===== src/source/sifh_defines.svh =====
`ifndef SIFH_DEFINES_SVH
`define SIFH_DEFINES_SVH

// raw sample width
`define SIFH_NP 10

// bin index width, taken from the top of each sample
`define SIFH_NB 4

// number of histogram bins
`define SIFH_BIN_NUM 16

// bin count width
`define SIFH_PEAK_MAX 4

// samples per pixel
// keep at most 15 so a full bin still fits SIFH_PEAK_MAX
`define SIFH_ACQ_NUM 8

// pixel index width, wraps around
`define SIFH_PIX_W 2

`endif


===== src/source/sifhPkg.sv =====
`include "sifh_defines.svh"

package sifhPkg;

    // raw pixel sample
    typedef logic [`SIFH_NP-1:0] sampleT;

    // bin index, the sample's upper bits
    typedef logic [`SIFH_NB-1:0] binT;

    // count held in one bin
    typedef logic [`SIFH_PEAK_MAX-1:0] countT;

    // pixel number
    typedef logic [`SIFH_PIX_W-1:0] pixelT;

endpackage


===== src/source/sifhBinDecode.sv =====
`include "sifh_defines.svh"

module sifhBinDecode (
    input  logic            clk,
    input  logic            rstN,
    input  sifhPkg::sampleT data,
    input  logic            wrEn,
    input  logic            ready,
    output logic            decValid,
    output sifhPkg::binT    decBin,
    output logic            decLast,
    output sifhPkg::pixelT  decPixel
);

    // holds samples accepted between a pixel's end and the scan
    localparam int QDepth = 8;
    localparam int QAddrW = $clog2(QDepth);

    logic            accept;
    sifhPkg::binT    inBin;
    logic            inLast;
    sifhPkg::countT  sampleCnt;
    sifhPkg::binT    qBin [QDepth];
    logic            qLast [QDepth];
    logic [QAddrW-1:0] qWrPtr;
    logic [QAddrW-1:0] qRdPtr;
    logic [QAddrW:0] qCount;
    logic            qEmpty;
    logic            holdOut;
    logic            sawBusy;
    logic            stall;
    logic            emit;
    logic            push;
    logic            pop;
    sifhPkg::binT    outBin;
    logic            outLast;

    assign accept = wrEn & ready;
    // bin is the top of the sample
    assign inBin  = data[`SIFH_NP-1 -: `SIFH_NB];
    assign inLast = (sampleCnt == sifhPkg::countT'(`SIFH_ACQ_NUM - 1));

    // output frozen from a pixel's last sample until its scan has run
    // (ready has to go low and come back)
    assign stall  = holdOut & ~(sawBusy & ready);
    assign qEmpty = (qCount == '0);
    assign emit   = ~stall & (~qEmpty | accept);
    assign pop    = emit & ~qEmpty;
    // queue keeps order, so new samples go behind anything waiting
    assign push   = accept & (stall | ~qEmpty);

    // bypass the queue when it is empty, one cycle to decValid
    assign outBin  = qEmpty ? inBin : qBin[qRdPtr];
    assign outLast = qEmpty ? inLast : qLast[qRdPtr];

    // samples taken in the current pixel
    always_ff @(posedge clk or negedge rstN) begin
        if (!rstN) begin
            sampleCnt <= '0;
        end else if (accept) begin
            sampleCnt <= inLast ? '0 : sampleCnt + 1'b1;
        end
    end

    always_ff @(posedge clk) begin
        if (push) begin
            qBin[qWrPtr]  <= inBin;
            qLast[qWrPtr] <= inLast;
        end
        if (emit) begin
            decBin <= outBin;
        end
    end

    always_ff @(posedge clk or negedge rstN) begin
        if (!rstN) begin
            qWrPtr <= '0;
            qRdPtr <= '0;
            qCount <= '0;
        end else begin
            if (push) begin
                qWrPtr <= qWrPtr + 1'b1;
            end
            if (pop) begin
                qRdPtr <= qRdPtr + 1'b1;
            end
            if (push && !pop) begin
                qCount <= qCount + 1'b1;
            end else if (pop && !push) begin
                qCount <= qCount - 1'b1;
            end
        end
    end

    // decPixel names the pixel most recently closed, so it starts at all ones
    always_ff @(posedge clk or negedge rstN) begin
        if (!rstN) begin
            decValid <= 1'b0;
            decLast  <= 1'b0;
            decPixel <= '1;
            holdOut  <= 1'b0;
            sawBusy  <= 1'b0;
        end else begin
            decValid <= emit;
            decLast  <= emit & outLast;
            if (emit && outLast) begin
                decPixel <= decPixel + 1'b1;
                holdOut  <= 1'b1;
                sawBusy  <= 1'b0;
            end else if (holdOut && !ready) begin
                sawBusy <= 1'b1;
            end else if (holdOut && sawBusy) begin
                // scan over, ready back high
                holdOut <= 1'b0;
                sawBusy <= 1'b0;
            end
        end
    end

endmodule


===== src/source/sifhHistRam.sv =====
`include "sifh_defines.svh"

module sifhHistRam (
    input  logic           clk,
    input  logic           rstN,
    input  logic           scanBusy,
    input  sifhPkg::binT   rdAddr,
    input  logic           rdEn,
    input  sifhPkg::binT   wrAddr,
    input  sifhPkg::countT wrData,
    input  logic           wrEn,
    input  sifhPkg::binT   scanRdAddr,
    input  logic           scanRdEn,
    input  sifhPkg::binT   scanWrAddr,
    input  logic           scanWrEn,
    output sifhPkg::countT rdData
);

    sifhPkg::countT mem [`SIFH_BIN_NUM];

    sifhPkg::binT   portRdAddr;
    logic           portRdEn;
    sifhPkg::binT   portWrAddr;
    sifhPkg::countT portWrData;
    logic           portWrEn;

    // peak finder owns both ports while it scans
    assign portRdAddr = scanBusy ? scanRdAddr : rdAddr;
    assign portRdEn   = scanBusy ? scanRdEn : rdEn;
    assign portWrAddr = scanBusy ? scanWrAddr : wrAddr;
    // scan writes clear the bin
    assign portWrData = scanBusy ? '0 : wrData;
    assign portWrEn   = scanBusy ? scanWrEn : wrEn;

    // port A write, port B registered read
    always_ff @(posedge clk or negedge rstN) begin
        if (!rstN) begin
            for (int i = 0; i < `SIFH_BIN_NUM; i++) begin
                mem[i] <= '0;
            end
            rdData <= '0;
        end else begin
            if (portWrEn) begin
                mem[portWrAddr] <= portWrData;
            end
            if (portRdEn) begin
                rdData <= mem[portRdAddr];
            end
        end
    end

endmodule


===== src/source/sifhHistUpdate.sv =====
module sifhHistUpdate (
    input  logic           clk,
    input  logic           rstN,
    input  logic           decValid,
    input  sifhPkg::binT   decBin,
    input  logic           decLast,
    input  sifhPkg::countT rdData,
    output sifhPkg::binT   rdAddr,
    output logic           rdEn,
    output sifhPkg::binT   wrAddr,
    output sifhPkg::countT wrData,
    output logic           wrEn,
    output logic           histDone
);

    // second stage, write side
    logic           s2Valid;
    sifhPkg::binT   s2Bin;
    logic           s2Last;

    // write issued one cycle ago, not yet visible in rdData
    logic           fwdValid;
    sifhPkg::binT   fwdBin;
    sifhPkg::countT fwdCount;
    logic           fwdHit;
    sifhPkg::countT baseCount;

    // stage one reads the bin straight off the decoder
    assign rdEn   = decValid;
    assign rdAddr = decBin;

    // back-to-back hit on one bin, take the count just written
    assign fwdHit    = fwdValid && (fwdBin == s2Bin);
    assign baseCount = fwdHit ? fwdCount : rdData;

    assign wrEn   = s2Valid;
    assign wrAddr = s2Bin;
    assign wrData = baseCount + 1'b1;

    always_ff @(posedge clk or negedge rstN) begin
        if (!rstN) begin
            s2Valid  <= 1'b0;
            s2Last   <= 1'b0;
            fwdValid <= 1'b0;
            histDone <= 1'b0;
        end else begin
            s2Valid  <= decValid;
            s2Last   <= decValid & decLast;
            fwdValid <= wrEn;
            // last write has landed in memory
            histDone <= s2Valid & s2Last;
        end
    end

    always_ff @(posedge clk) begin
        s2Bin    <= decBin;
        fwdBin   <= wrAddr;
        fwdCount <= wrData;
    end

endmodule


===== src/source/sifhPeakFind.sv =====
`include "sifh_defines.svh"

module sifhPeakFind (
    input  logic           clk,
    input  logic           rstN,
    input  logic           histDone,
    input  sifhPkg::pixelT decPixel,
    input  sifhPkg::countT rdData,
    output logic           scanBusy,
    output sifhPkg::binT   scanRdAddr,
    output logic           scanRdEn,
    output sifhPkg::binT   scanWrAddr,
    output logic           scanWrEn,
    output logic           peakValid,
    output sifhPkg::pixelT peakPixel,
    output sifhPkg::binT   peakBin,
    output sifhPkg::countT peakCount
);

    typedef enum logic [1:0] {Idle, Scan, Report} stateT;

    localparam sifhPkg::binT lastBin = sifhPkg::binT'(`SIFH_BIN_NUM - 1);

    stateT        state;
    sifhPkg::binT rdIdx;
    logic         rdDone;
    // bin whose data is on rdData this cycle
    logic         cmpValid;
    sifhPkg::binT cmpBin;

    assign scanBusy   = (state == Scan);
    assign scanRdEn   = (state == Scan) && !rdDone;
    assign scanRdAddr = rdIdx;
    // clear each bin as soon as it has been compared
    assign scanWrEn   = cmpValid;
    assign scanWrAddr = cmpBin;
    assign peakValid  = (state == Report);

    always_ff @(posedge clk or negedge rstN) begin
        if (!rstN) begin
            state    <= Idle;
            rdIdx    <= '0;
            rdDone   <= 1'b0;
            cmpValid <= 1'b0;
        end else begin
            cmpValid <= scanRdEn;
            case (state)
                Idle: begin
                    if (histDone) begin
                        state  <= Scan;
                        rdIdx  <= '0;
                        rdDone <= 1'b0;
                    end
                end
                Scan: begin
                    // one read per cycle, bin 0 upward
                    if (scanRdEn) begin
                        rdIdx <= rdIdx + 1'b1;
                        if (rdIdx == lastBin) begin
                            rdDone <= 1'b1;
                        end
                    end
                    if (cmpValid && cmpBin == lastBin) begin
                        state <= Report;
                    end
                end
                default: begin
                    state <= Idle;
                end
            endcase
        end
    end

    // running best, strict compare keeps the lowest bin on ties
    always_ff @(posedge clk) begin
        cmpBin <= rdIdx;
        if (state == Idle && histDone) begin
            peakPixel <= decPixel;
            peakBin   <= '0;
            peakCount <= '0;
        end else if (cmpValid && rdData > peakCount) begin
            peakBin   <= cmpBin;
            peakCount <= rdData;
        end
    end

endmodule


===== src/source/sifhTop.sv =====
module sifhTop (
    input  logic            clk,
    input  logic            rstN,
    input  sifhPkg::sampleT data,
    input  logic            wrEn,
    output logic            ready,
    output logic            peakValid,
    output sifhPkg::pixelT  peakPixel,
    output sifhPkg::binT    peakBin,
    output sifhPkg::countT  peakCount
);

    logic           decValid;
    sifhPkg::binT   decBin;
    logic           decLast;
    sifhPkg::pixelT decPixel;

    // updater side of the memory
    sifhPkg::binT   rdAddr;
    logic           rdEn;
    sifhPkg::binT   wrAddr;
    sifhPkg::countT wrData;
    logic           wrEnHist;
    sifhPkg::countT rdData;
    logic           histDone;

    // peak finder side of the memory
    logic           scanBusy;
    sifhPkg::binT   scanRdAddr;
    logic           scanRdEn;
    sifhPkg::binT   scanWrAddr;
    logic           scanWrEn;

    // no input taken while bins are being scanned
    assign ready = ~scanBusy;

    sifhBinDecode i_binDecode (
        .clk      (clk),
        .rstN     (rstN),
        .data     (data),
        .wrEn     (wrEn),
        .ready    (ready),
        .decValid (decValid),
        .decBin   (decBin),
        .decLast  (decLast),
        .decPixel (decPixel)
    );

    sifhHistUpdate i_histUpdate (
        .clk      (clk),
        .rstN     (rstN),
        .decValid (decValid),
        .decBin   (decBin),
        .decLast  (decLast),
        .rdData   (rdData),
        .rdAddr   (rdAddr),
        .rdEn     (rdEn),
        .wrAddr   (wrAddr),
        .wrData   (wrData),
        .wrEn     (wrEnHist),
        .histDone (histDone)
    );

    sifhHistRam i_histRam (
        .clk        (clk),
        .rstN       (rstN),
        .scanBusy   (scanBusy),
        .rdAddr     (rdAddr),
        .rdEn       (rdEn),
        .wrAddr     (wrAddr),
        .wrData     (wrData),
        .wrEn       (wrEnHist),
        .scanRdAddr (scanRdAddr),
        .scanRdEn   (scanRdEn),
        .scanWrAddr (scanWrAddr),
        .scanWrEn   (scanWrEn),
        .rdData     (rdData)
    );

    sifhPeakFind i_peakFind (
        .clk        (clk),
        .rstN       (rstN),
        .histDone   (histDone),
        .decPixel   (decPixel),
        .rdData     (rdData),
        .scanBusy   (scanBusy),
        .scanRdAddr (scanRdAddr),
        .scanRdEn   (scanRdEn),
        .scanWrAddr (scanWrAddr),
        .scanWrEn   (scanWrEn),
        .peakValid  (peakValid),
        .peakPixel  (peakPixel),
        .peakBin    (peakBin),
        .peakCount  (peakCount)
    );

endmodule


===== config.mk =====
export PLATFORM = sky130hd
export DESIGN_NAME = sifhTop
export DESIGN_NICKNAME = d
export VERILOG_FILES = /design/src/source/sifhPkg.sv /design/src/source/sifhBinDecode.sv /design/src/source/sifhHistRam.sv /design/src/source/sifhHistUpdate.sv /design/src/source/sifhPeakFind.sv /design/src/source/sifhTop.sv
export VERILOG_INCLUDE_DIRS = /design/src /design/src/source
export SDC_FILE = /design/constraint.sdc
export NUM_CORES = 1
export LEC_CHECK = 0
export ABC_CLOCK_PERIOD_IN_PS = 2800
export BUFFER_PORTS_ARGS = -buffer_cell sky130_fd_sc_hd__buf_2
export CAP_MARGIN = 25
export CORE_AREA = 3 3 112 167
export DETAILED_ROUTE_END_ITERATION = 7
export DIE_AREA = 0 0 115 170
export PLACE_DENSITY_LB_ADDON = 0.1
export SYNTH_ARGS = -nofsm -noshare
export SYNTH_HDL_FRONTEND = slang
export SYNTH_SLANG_ARGS = --single-unit

===== constraint.sdc =====
create_clock -name clk -period 2.8 [get_ports clk]
set_input_delay 0.28 -clock clk [delete_from_list [all_inputs] [get_ports clk]]
set_output_delay 0.28 -clock clk [all_outputs]
set_load 0.01 [all_outputs]

# After elaboration in Yosys (flattened, before gate mapping)
# Memories as Yosys holds them, arrays and structs flattened.
# Cells that the tools add are included.
# word_totals
output_inout_bits	12
regBits	130
wordCells	142
mem_count	2
ramBits	40
inputBits	13
# mem_list
memory	depth	word_bits	rd	rd_ports_with_merged_regs	write_ports	line_no	text
i_binDecode.qBin	8	4	1	0	1	sifhBinDecode.sv:23	sifhPkg::binT qBin [QDepth];
i_binDecode.qLast	8	1	1	0	1	sifhBinDecode.sv:24	logic qLast [QDepth];
# op_classes
order_cmp	4
n_bitwise	17
addsub	8
muxes	34
n_eq_ne	11
n_reduce_logical	24
# op_table
operator	count
bitwise mux 64 bit	1
two-way mux 4 bit	13
adder 4 x 1 -> 4 bit, second input constant	4
binary-select mux 4 bit (select 4 bit)	1
demux 4 bit (select 4 bit)	1
two-way mux 1 bit	13
logical AND 1 bit	11
greater-or-equal comparator 5 bit, second input constant	2
NOT 4 -> 5 bit	2
bitwise AND 1 bit	9
== test 4 bit, second input constant	2
one-hot mux 4 bit (2 select lines)	1
adder 3 x 1 -> 3 bit, second input constant	2
inequality test 2 x 1 -> 1 bit, second input constant	3
nonzero test 2 bit	3
< comparator 5 x 1 -> 1 bit, second input constant	1
== test 4 x 3 -> 1 bit, second input constant	1
== test 4 bit	1
> comparator 4 bit	1
logical NOT 4 bit	1
two-way mux 2 bit	2
inequality test 2 bit, second input constant	2
NOT 1 bit	4
one-hot mux 2 bit (2 select lines)	1
12 further kinds	16

# Logic depth before layout (Yosys ltp)
# depth
word_depth	11
ltp_mapped	11
ltp_nobuf	10

# By module
# From an unflattened synthesis, not the netlist that was laid out.
# hier_totals
hier_cells	680
hier_area_um2	8212.9
# modules_own_cells
mod	cells_each	n_inst	area_per_inst_um2	seq_area_each_um2
sifhHistRam	376	1	3997.6	1701.6
sifhBinDecode	171	1	2706.3	1824.2
sifhPeakFind	86	1	928.4	500.5
sifhHistUpdate	46	1	576.8	340.3
sifhTop	1	1	3.8	0.0

# Worst setup path after synthesis
# No wires, ideal clock.
# synth_path
path_type	register -> register
startpoint	register i_peakFind.state[0]
endpoint	memory i_binDecode.qBin[0][0] (netlist name) (enable)
arrival_ps	1776
n_path_buf	1
required_ps	2426
synth_period_minus_slack_ps	2150
slack_ps	650
stages_incl_launch_ff	7
setup_time_ps	374
path_cell_list	dfrtp_1 > nor2b_4 > inv_4 > buf_4 > nand2_1 > or3_1 > nor3_1
# synth_between
elab_chain_cells	9
word_cells_on_any_way	10
classes_between	eq/ne (1); mux (2); bitwise (7)
# synth_lines
item	line_no	text
from (decl)	sifhPeakFind.sv:24	stateT state;
from (signal assigned)	sifhPeakFind.sv:41	state <= Idle;
from (signal assigned)	sifhPeakFind.sv:50	state <= Scan;
from (signal assigned)	sifhPeakFind.sv:64	state <= Report;
== test 2 x 1 -> 1 bit *	sifhPeakFind.sv:31	assign scanBusy = (state == Scan);
NOT 1 bit *	sifhTop.sv:35	assign ready = ~scanBusy;
bitwise AND 1 bit	sifhBinDecode.sv:45	assign stall = holdOut & ~(sawBusy & ready);
NOT 1 bit	sifhBinDecode.sv:45	
bitwise AND 1 bit	sifhBinDecode.sv:45	
OR 1 bit	sifhBinDecode.sv:50	assign push = accept & (stall | ~qEmpty);
bitwise AND 1 bit *	sifhBinDecode.sv:50	
two-way mux 1 bit *	sifhBinDecode.sv:66	if (push) begin
two-way mux 1 bit (implied by the code) *	sifhBinDecode.sv:67	qBin[qWrPtr] <= inBin;
to (decl)	sifhBinDecode.sv:23	
# Mark *: on every way between the ends. The rest lies on a longest branch, timed or not.

# Worst setup path in the final report
# layout_path
startpoint	register i_peakFind.state[0]
endpoint	register i_histRam.rdData[2]
# layout_between
elab_chain_cells	6
word_cells_on_any_way	8
classes_between	eq/ne (1); mux (5); bitwise (1); reduce/logical (1)
# layout_lines
item	line_no	text
== test 2 x 1 -> 1 bit *	sifhPeakFind.sv:31, sifhPeakFind.sv:32	
two-way mux 4 bit	sifhHistRam.sv:28	assign portRdAddr = scanBusy ? scanRdAddr : rdAddr;
NOT 4 -> 5 bit (implied by the code)	sifhHistRam.sv:47	rdData <= mem[portRdAddr];
binary-select mux 4 bit (select 4 bit)	sifhHistRam.sv:47	
two-way mux 4 bit (implied by the code) (2 in a row)	sifhHistRam.sv:47	
to (signal assigned)	sifhHistRam.sv:47	
to (decl)	sifhHistRam.sv:16	output sifhPkg::countT rdData
# Mark *: on every way between the ends. The rest lies on a longest branch, timed or not. The select of a mux whose other input is x is not followed.
# A chain may end at the register's enable or synchronous reset.

==> run_results.csv <==
group,metric,value,unit
drt,vias_per_cell,5.28,
cts,cts_buffers,17,
cts,cts.sinks,170,
pwr,ir_worst_vdd,485,uV
timing,worst_slack,0.296,ns
global_route,grt_pass1_wl,25.8,mm
critical_path,cp_num_buf_inv,2,
placement,gp_congestion,0.811,
global_route,antenna_found_initial,0,
finish,area_delta_synth_final,14.1,%
timing,tns,0,ns
yosys,yosysTopAreaCellShare,0.324,
cts,root_buffer,"clkbuf_16",
yosys,synth-main-ff-cell,"dfrtp_1",
timing,fmax,0.399,GHz
yosys,synth_seq_cells,170,
timing,relSlewSlack,0.458,
drt,drt_iter0_drc,252,
yosys,avgSynthCellArea,13.2,sq um
drt,met1_length,6.15,mm
critical_path,critPathTopFamily,"multiplexers",
timing,finClkSkew,0.00896,ns
cts,htreeDepth,4,
critical_path,worstSetupPathType,"flop to flop",
global_route,grt_usage,0.173,
timing,hold_ws,0.158,ns
drt,drtPass1Iterations,4,
finish,final_cell_mix,"dfrtp_1, mux2_2, nand2_1",
yosys,synthAdderAreaFrac,0.0192,
finish,nFillCells,1561,
timing,min_period,2.50,ns
cts,cts_tree,"yes",
finish,layout_commonest_cell,"dfrtp_1",
floorplanning,die_area,19600,sq um
yosys,async_flop_share,0.588,
drt,wl_per_cell,18.6,um
critical_path,crit_chain,"nor2b_4, inv_4, mux2i_4, buf_4, mux4_2, a22oi_1, o211ai_1",
drt,num_vias,4438,
pwr,leakage,0.00364,uW
placement,dpl.hpwl,11.3,mm
timing,setup_viol,0,
critical_path,critPathArrivalTime,2.78,ns
timing,grt_setup_unrepaired,"no",
run_status,status,"completed",
drt,dr_wl_met2,8.90,mm
drt,final_antenna_net_count,0,
timing,worstMarginPinSlew,0.809,ns
critical_path,cp-start-kind,"flop",
cts,cts_resized,0,
yosys,syn-cell-area,7580,sq um
floorplanning,die_x,115,um
placement,place_ws,0.284,ns
yosys,seq_area_frac_synth,0.576,
hold_path,hold_class,"input port to flop",
yosys,synth_compound_area_frac,0.0365,
placement,io_buffers,18,
pwr,power_density,1260,nW/um^2
cts,clk_latency,0.43,ns
finish,drive_gt1_frac,0.287,
yosys,ys_warn_count,0,
critical_path,end_kind,"flop",
finish,n_antenna_cell,0,
yosys,synth_top_family_by_area,"multiplexers",
global_route,grt_remaining_overflow,0,
drt,met3_length,322,um
yosys,synth_area_leaders,"dfrtp_1, edfxtp_1, mux2_2",
pwr,design_power_total,10900,uW
floorplanning,ios,25,
cts,clk_path_buf_depth,2,
critical_path,crit_path_top_delay_cell,"mux4_2",
yosys,synth.largest_area_cell,"dfrtp_1",
floorplanning,chipHeight,170,um
finish,fin_nets,638,
timing,drv_slew,0,
yosys,synth.distinct_cells,55,
critical_path,critPathMaxFanout,37,
critical_path,required,3.08,ns
yosys,synth-xor-area-share,0.0254,
placement,dpl.cell_count,807,
yosys,syn_nets,598,
yosys,synth_edf_count,46,
yosys,synth_mux_area_frac,0.205,
job,drv_cap,0,
global_route,grt_pass1_vias,4809,
cts,post_cts_buffers,0,
drt,routed_wl,15.6,mm
drt,post-route-drc-count,0,
global_route,grt_max_degree,101,
floorplanning,core.rowCount,59,
floorplanning,core,17400,sq um
drt,highest_layer,"met4",
yosys,synth-simple-area-share,0.116,
timing,period_share,0.894,
floorplanning,start_util,0.435,
critical_path,critPathMaxStageDelay,0.52,ns
timing,hold_viol,0,
cts,cts_hold_buf,1,
yosys,synthCells,574,
cts,cts.clk_slew.worst_paths,0.06,ns
finish,fin_cells,840,
-- routing by layer --
layer	track usage	vias up
met4	0.0526	0
met5	0	-
met1	0.195	2227
li1	-	2149
met2	0.322	42
met3	0.0363	20
-- registers in the layout, indices dropped and copies added, names as in the netlist, 2 cells and up --
register	flops
i_histRam.mem	64
i_binDecode.qBin	32
i_binDecode.qLast	8
i_binDecode.decBin	4
i_binDecode.qCount	4
i_binDecode.sampleCnt	4
i_histRam.rdData	4
i_histUpdate.fwdBin	4
i_histUpdate.fwdCount	4
i_histUpdate.wrAddr	4
i_peakFind.peakBin	4
i_peakFind.peakCount	4
i_peakFind.scanRdAddr	4
i_peakFind.scanWrAddr	4
i_binDecode.qRdPtr	3
i_binDecode.qWrPtr	3
i_binDecode.decPixel	2
i_peakFind.peakPixel	2
i_peakFind.state	2
-- stage by stage --
step / utilization / area (sq um)
final: 0.496 / 8640
after global routing: 0.496 / 8640
after CTS: 0.496 / 8640
after detailed placement: 0.461 / 8030
after global placement: 0.461 / 8030
after floorplan: - / 7580
-- path summary, 6_finish.rpt --
kind / cells after the start / slack [ns] / endpoint / start
worst max-delay path: 7 / 0.30 / i_histRam.rdData[2]$_DFFE_PN0P_ / i_peakFind.state[0]$_DFFE_PN0P_
max in group asynchronous: 3 / 1.91 / i_histRam.mem[35]$_DFFE_PN0P_ / rstN
worst min-delay path: 1 / 0.16 / i_binDecode.qBin[3][1]$_DFFE_PP_ / data[7]
min in group asynchronous: 3 / 0.47 / i_histUpdate.fwdValid$_DFF_PN0_ / rstN
worst min register to register: 0 / 0.41 / i_histUpdate.wrAddr[1]$_DFF_P_ / i_binDecode.decBin[1]$_DFFE_PP_
worst max register to register: 7 / 0.30 / i_histRam.rdData[2]$_DFFE_PN0P_ / i_peakFind.state[0]$_DFFE_PN0P_
-- worst reg2reg max path, delay by kind of cell (launching register included) --
family          cells  cell delay (ns)
compound gates      2             0.33
simple gates        1             0.14
mux                 2             0.90
flops               1             0.40
buf+inv             2             0.58
-- cells by family after synthesis --
| logic type | Yosys count |
|---|---|
| AOI/OAI and AO/OA | 41 |
| xor gates and xnor gates | 22 |
| adders and majority gates | 11 |
| buffers and inverters | 33 |
| DFF | 170 |
| muxes | 129 |
| and+or+nand+nor | 168 |
-- synthesized netlist by cell type (all sizes together), types with 7 or more instances --
cell and n:
dfrtp 98, mux2 72, nand2 50, edfxtp 46, mux2i 45, nor2 41, dfxtp 24, nand3 20
clkbuf 13, xor2 13, inv 12, mux4 12, nor3 12, a31oi 11, ha 10, o21ai 10
xnor2 9, and2 8, buf 8, nand3b 7
-- layout make-up --
class | instances | area (sq um) | share of cell area
Sequential cell | 170 | 4370 | 0.505
Inverter | 12 | 47.5 | 0.00550
Clock buffer | 24 | 524 | 0.0607
Multi-Input combinational cell | 371 | 3060 | 0.354
Clock inverter | 8 | 77.6 | 0.00898
Tap cell | 213 | 267 | 0.0308
Timing Repair Buffer | 42 | 300 | 0.0348
-- report_power, final --
group	switching [uW]	internal [uW]
registers	736	3510
clock network	941	1410
logic	2290	1970
(Power assumes the default switching activity.)
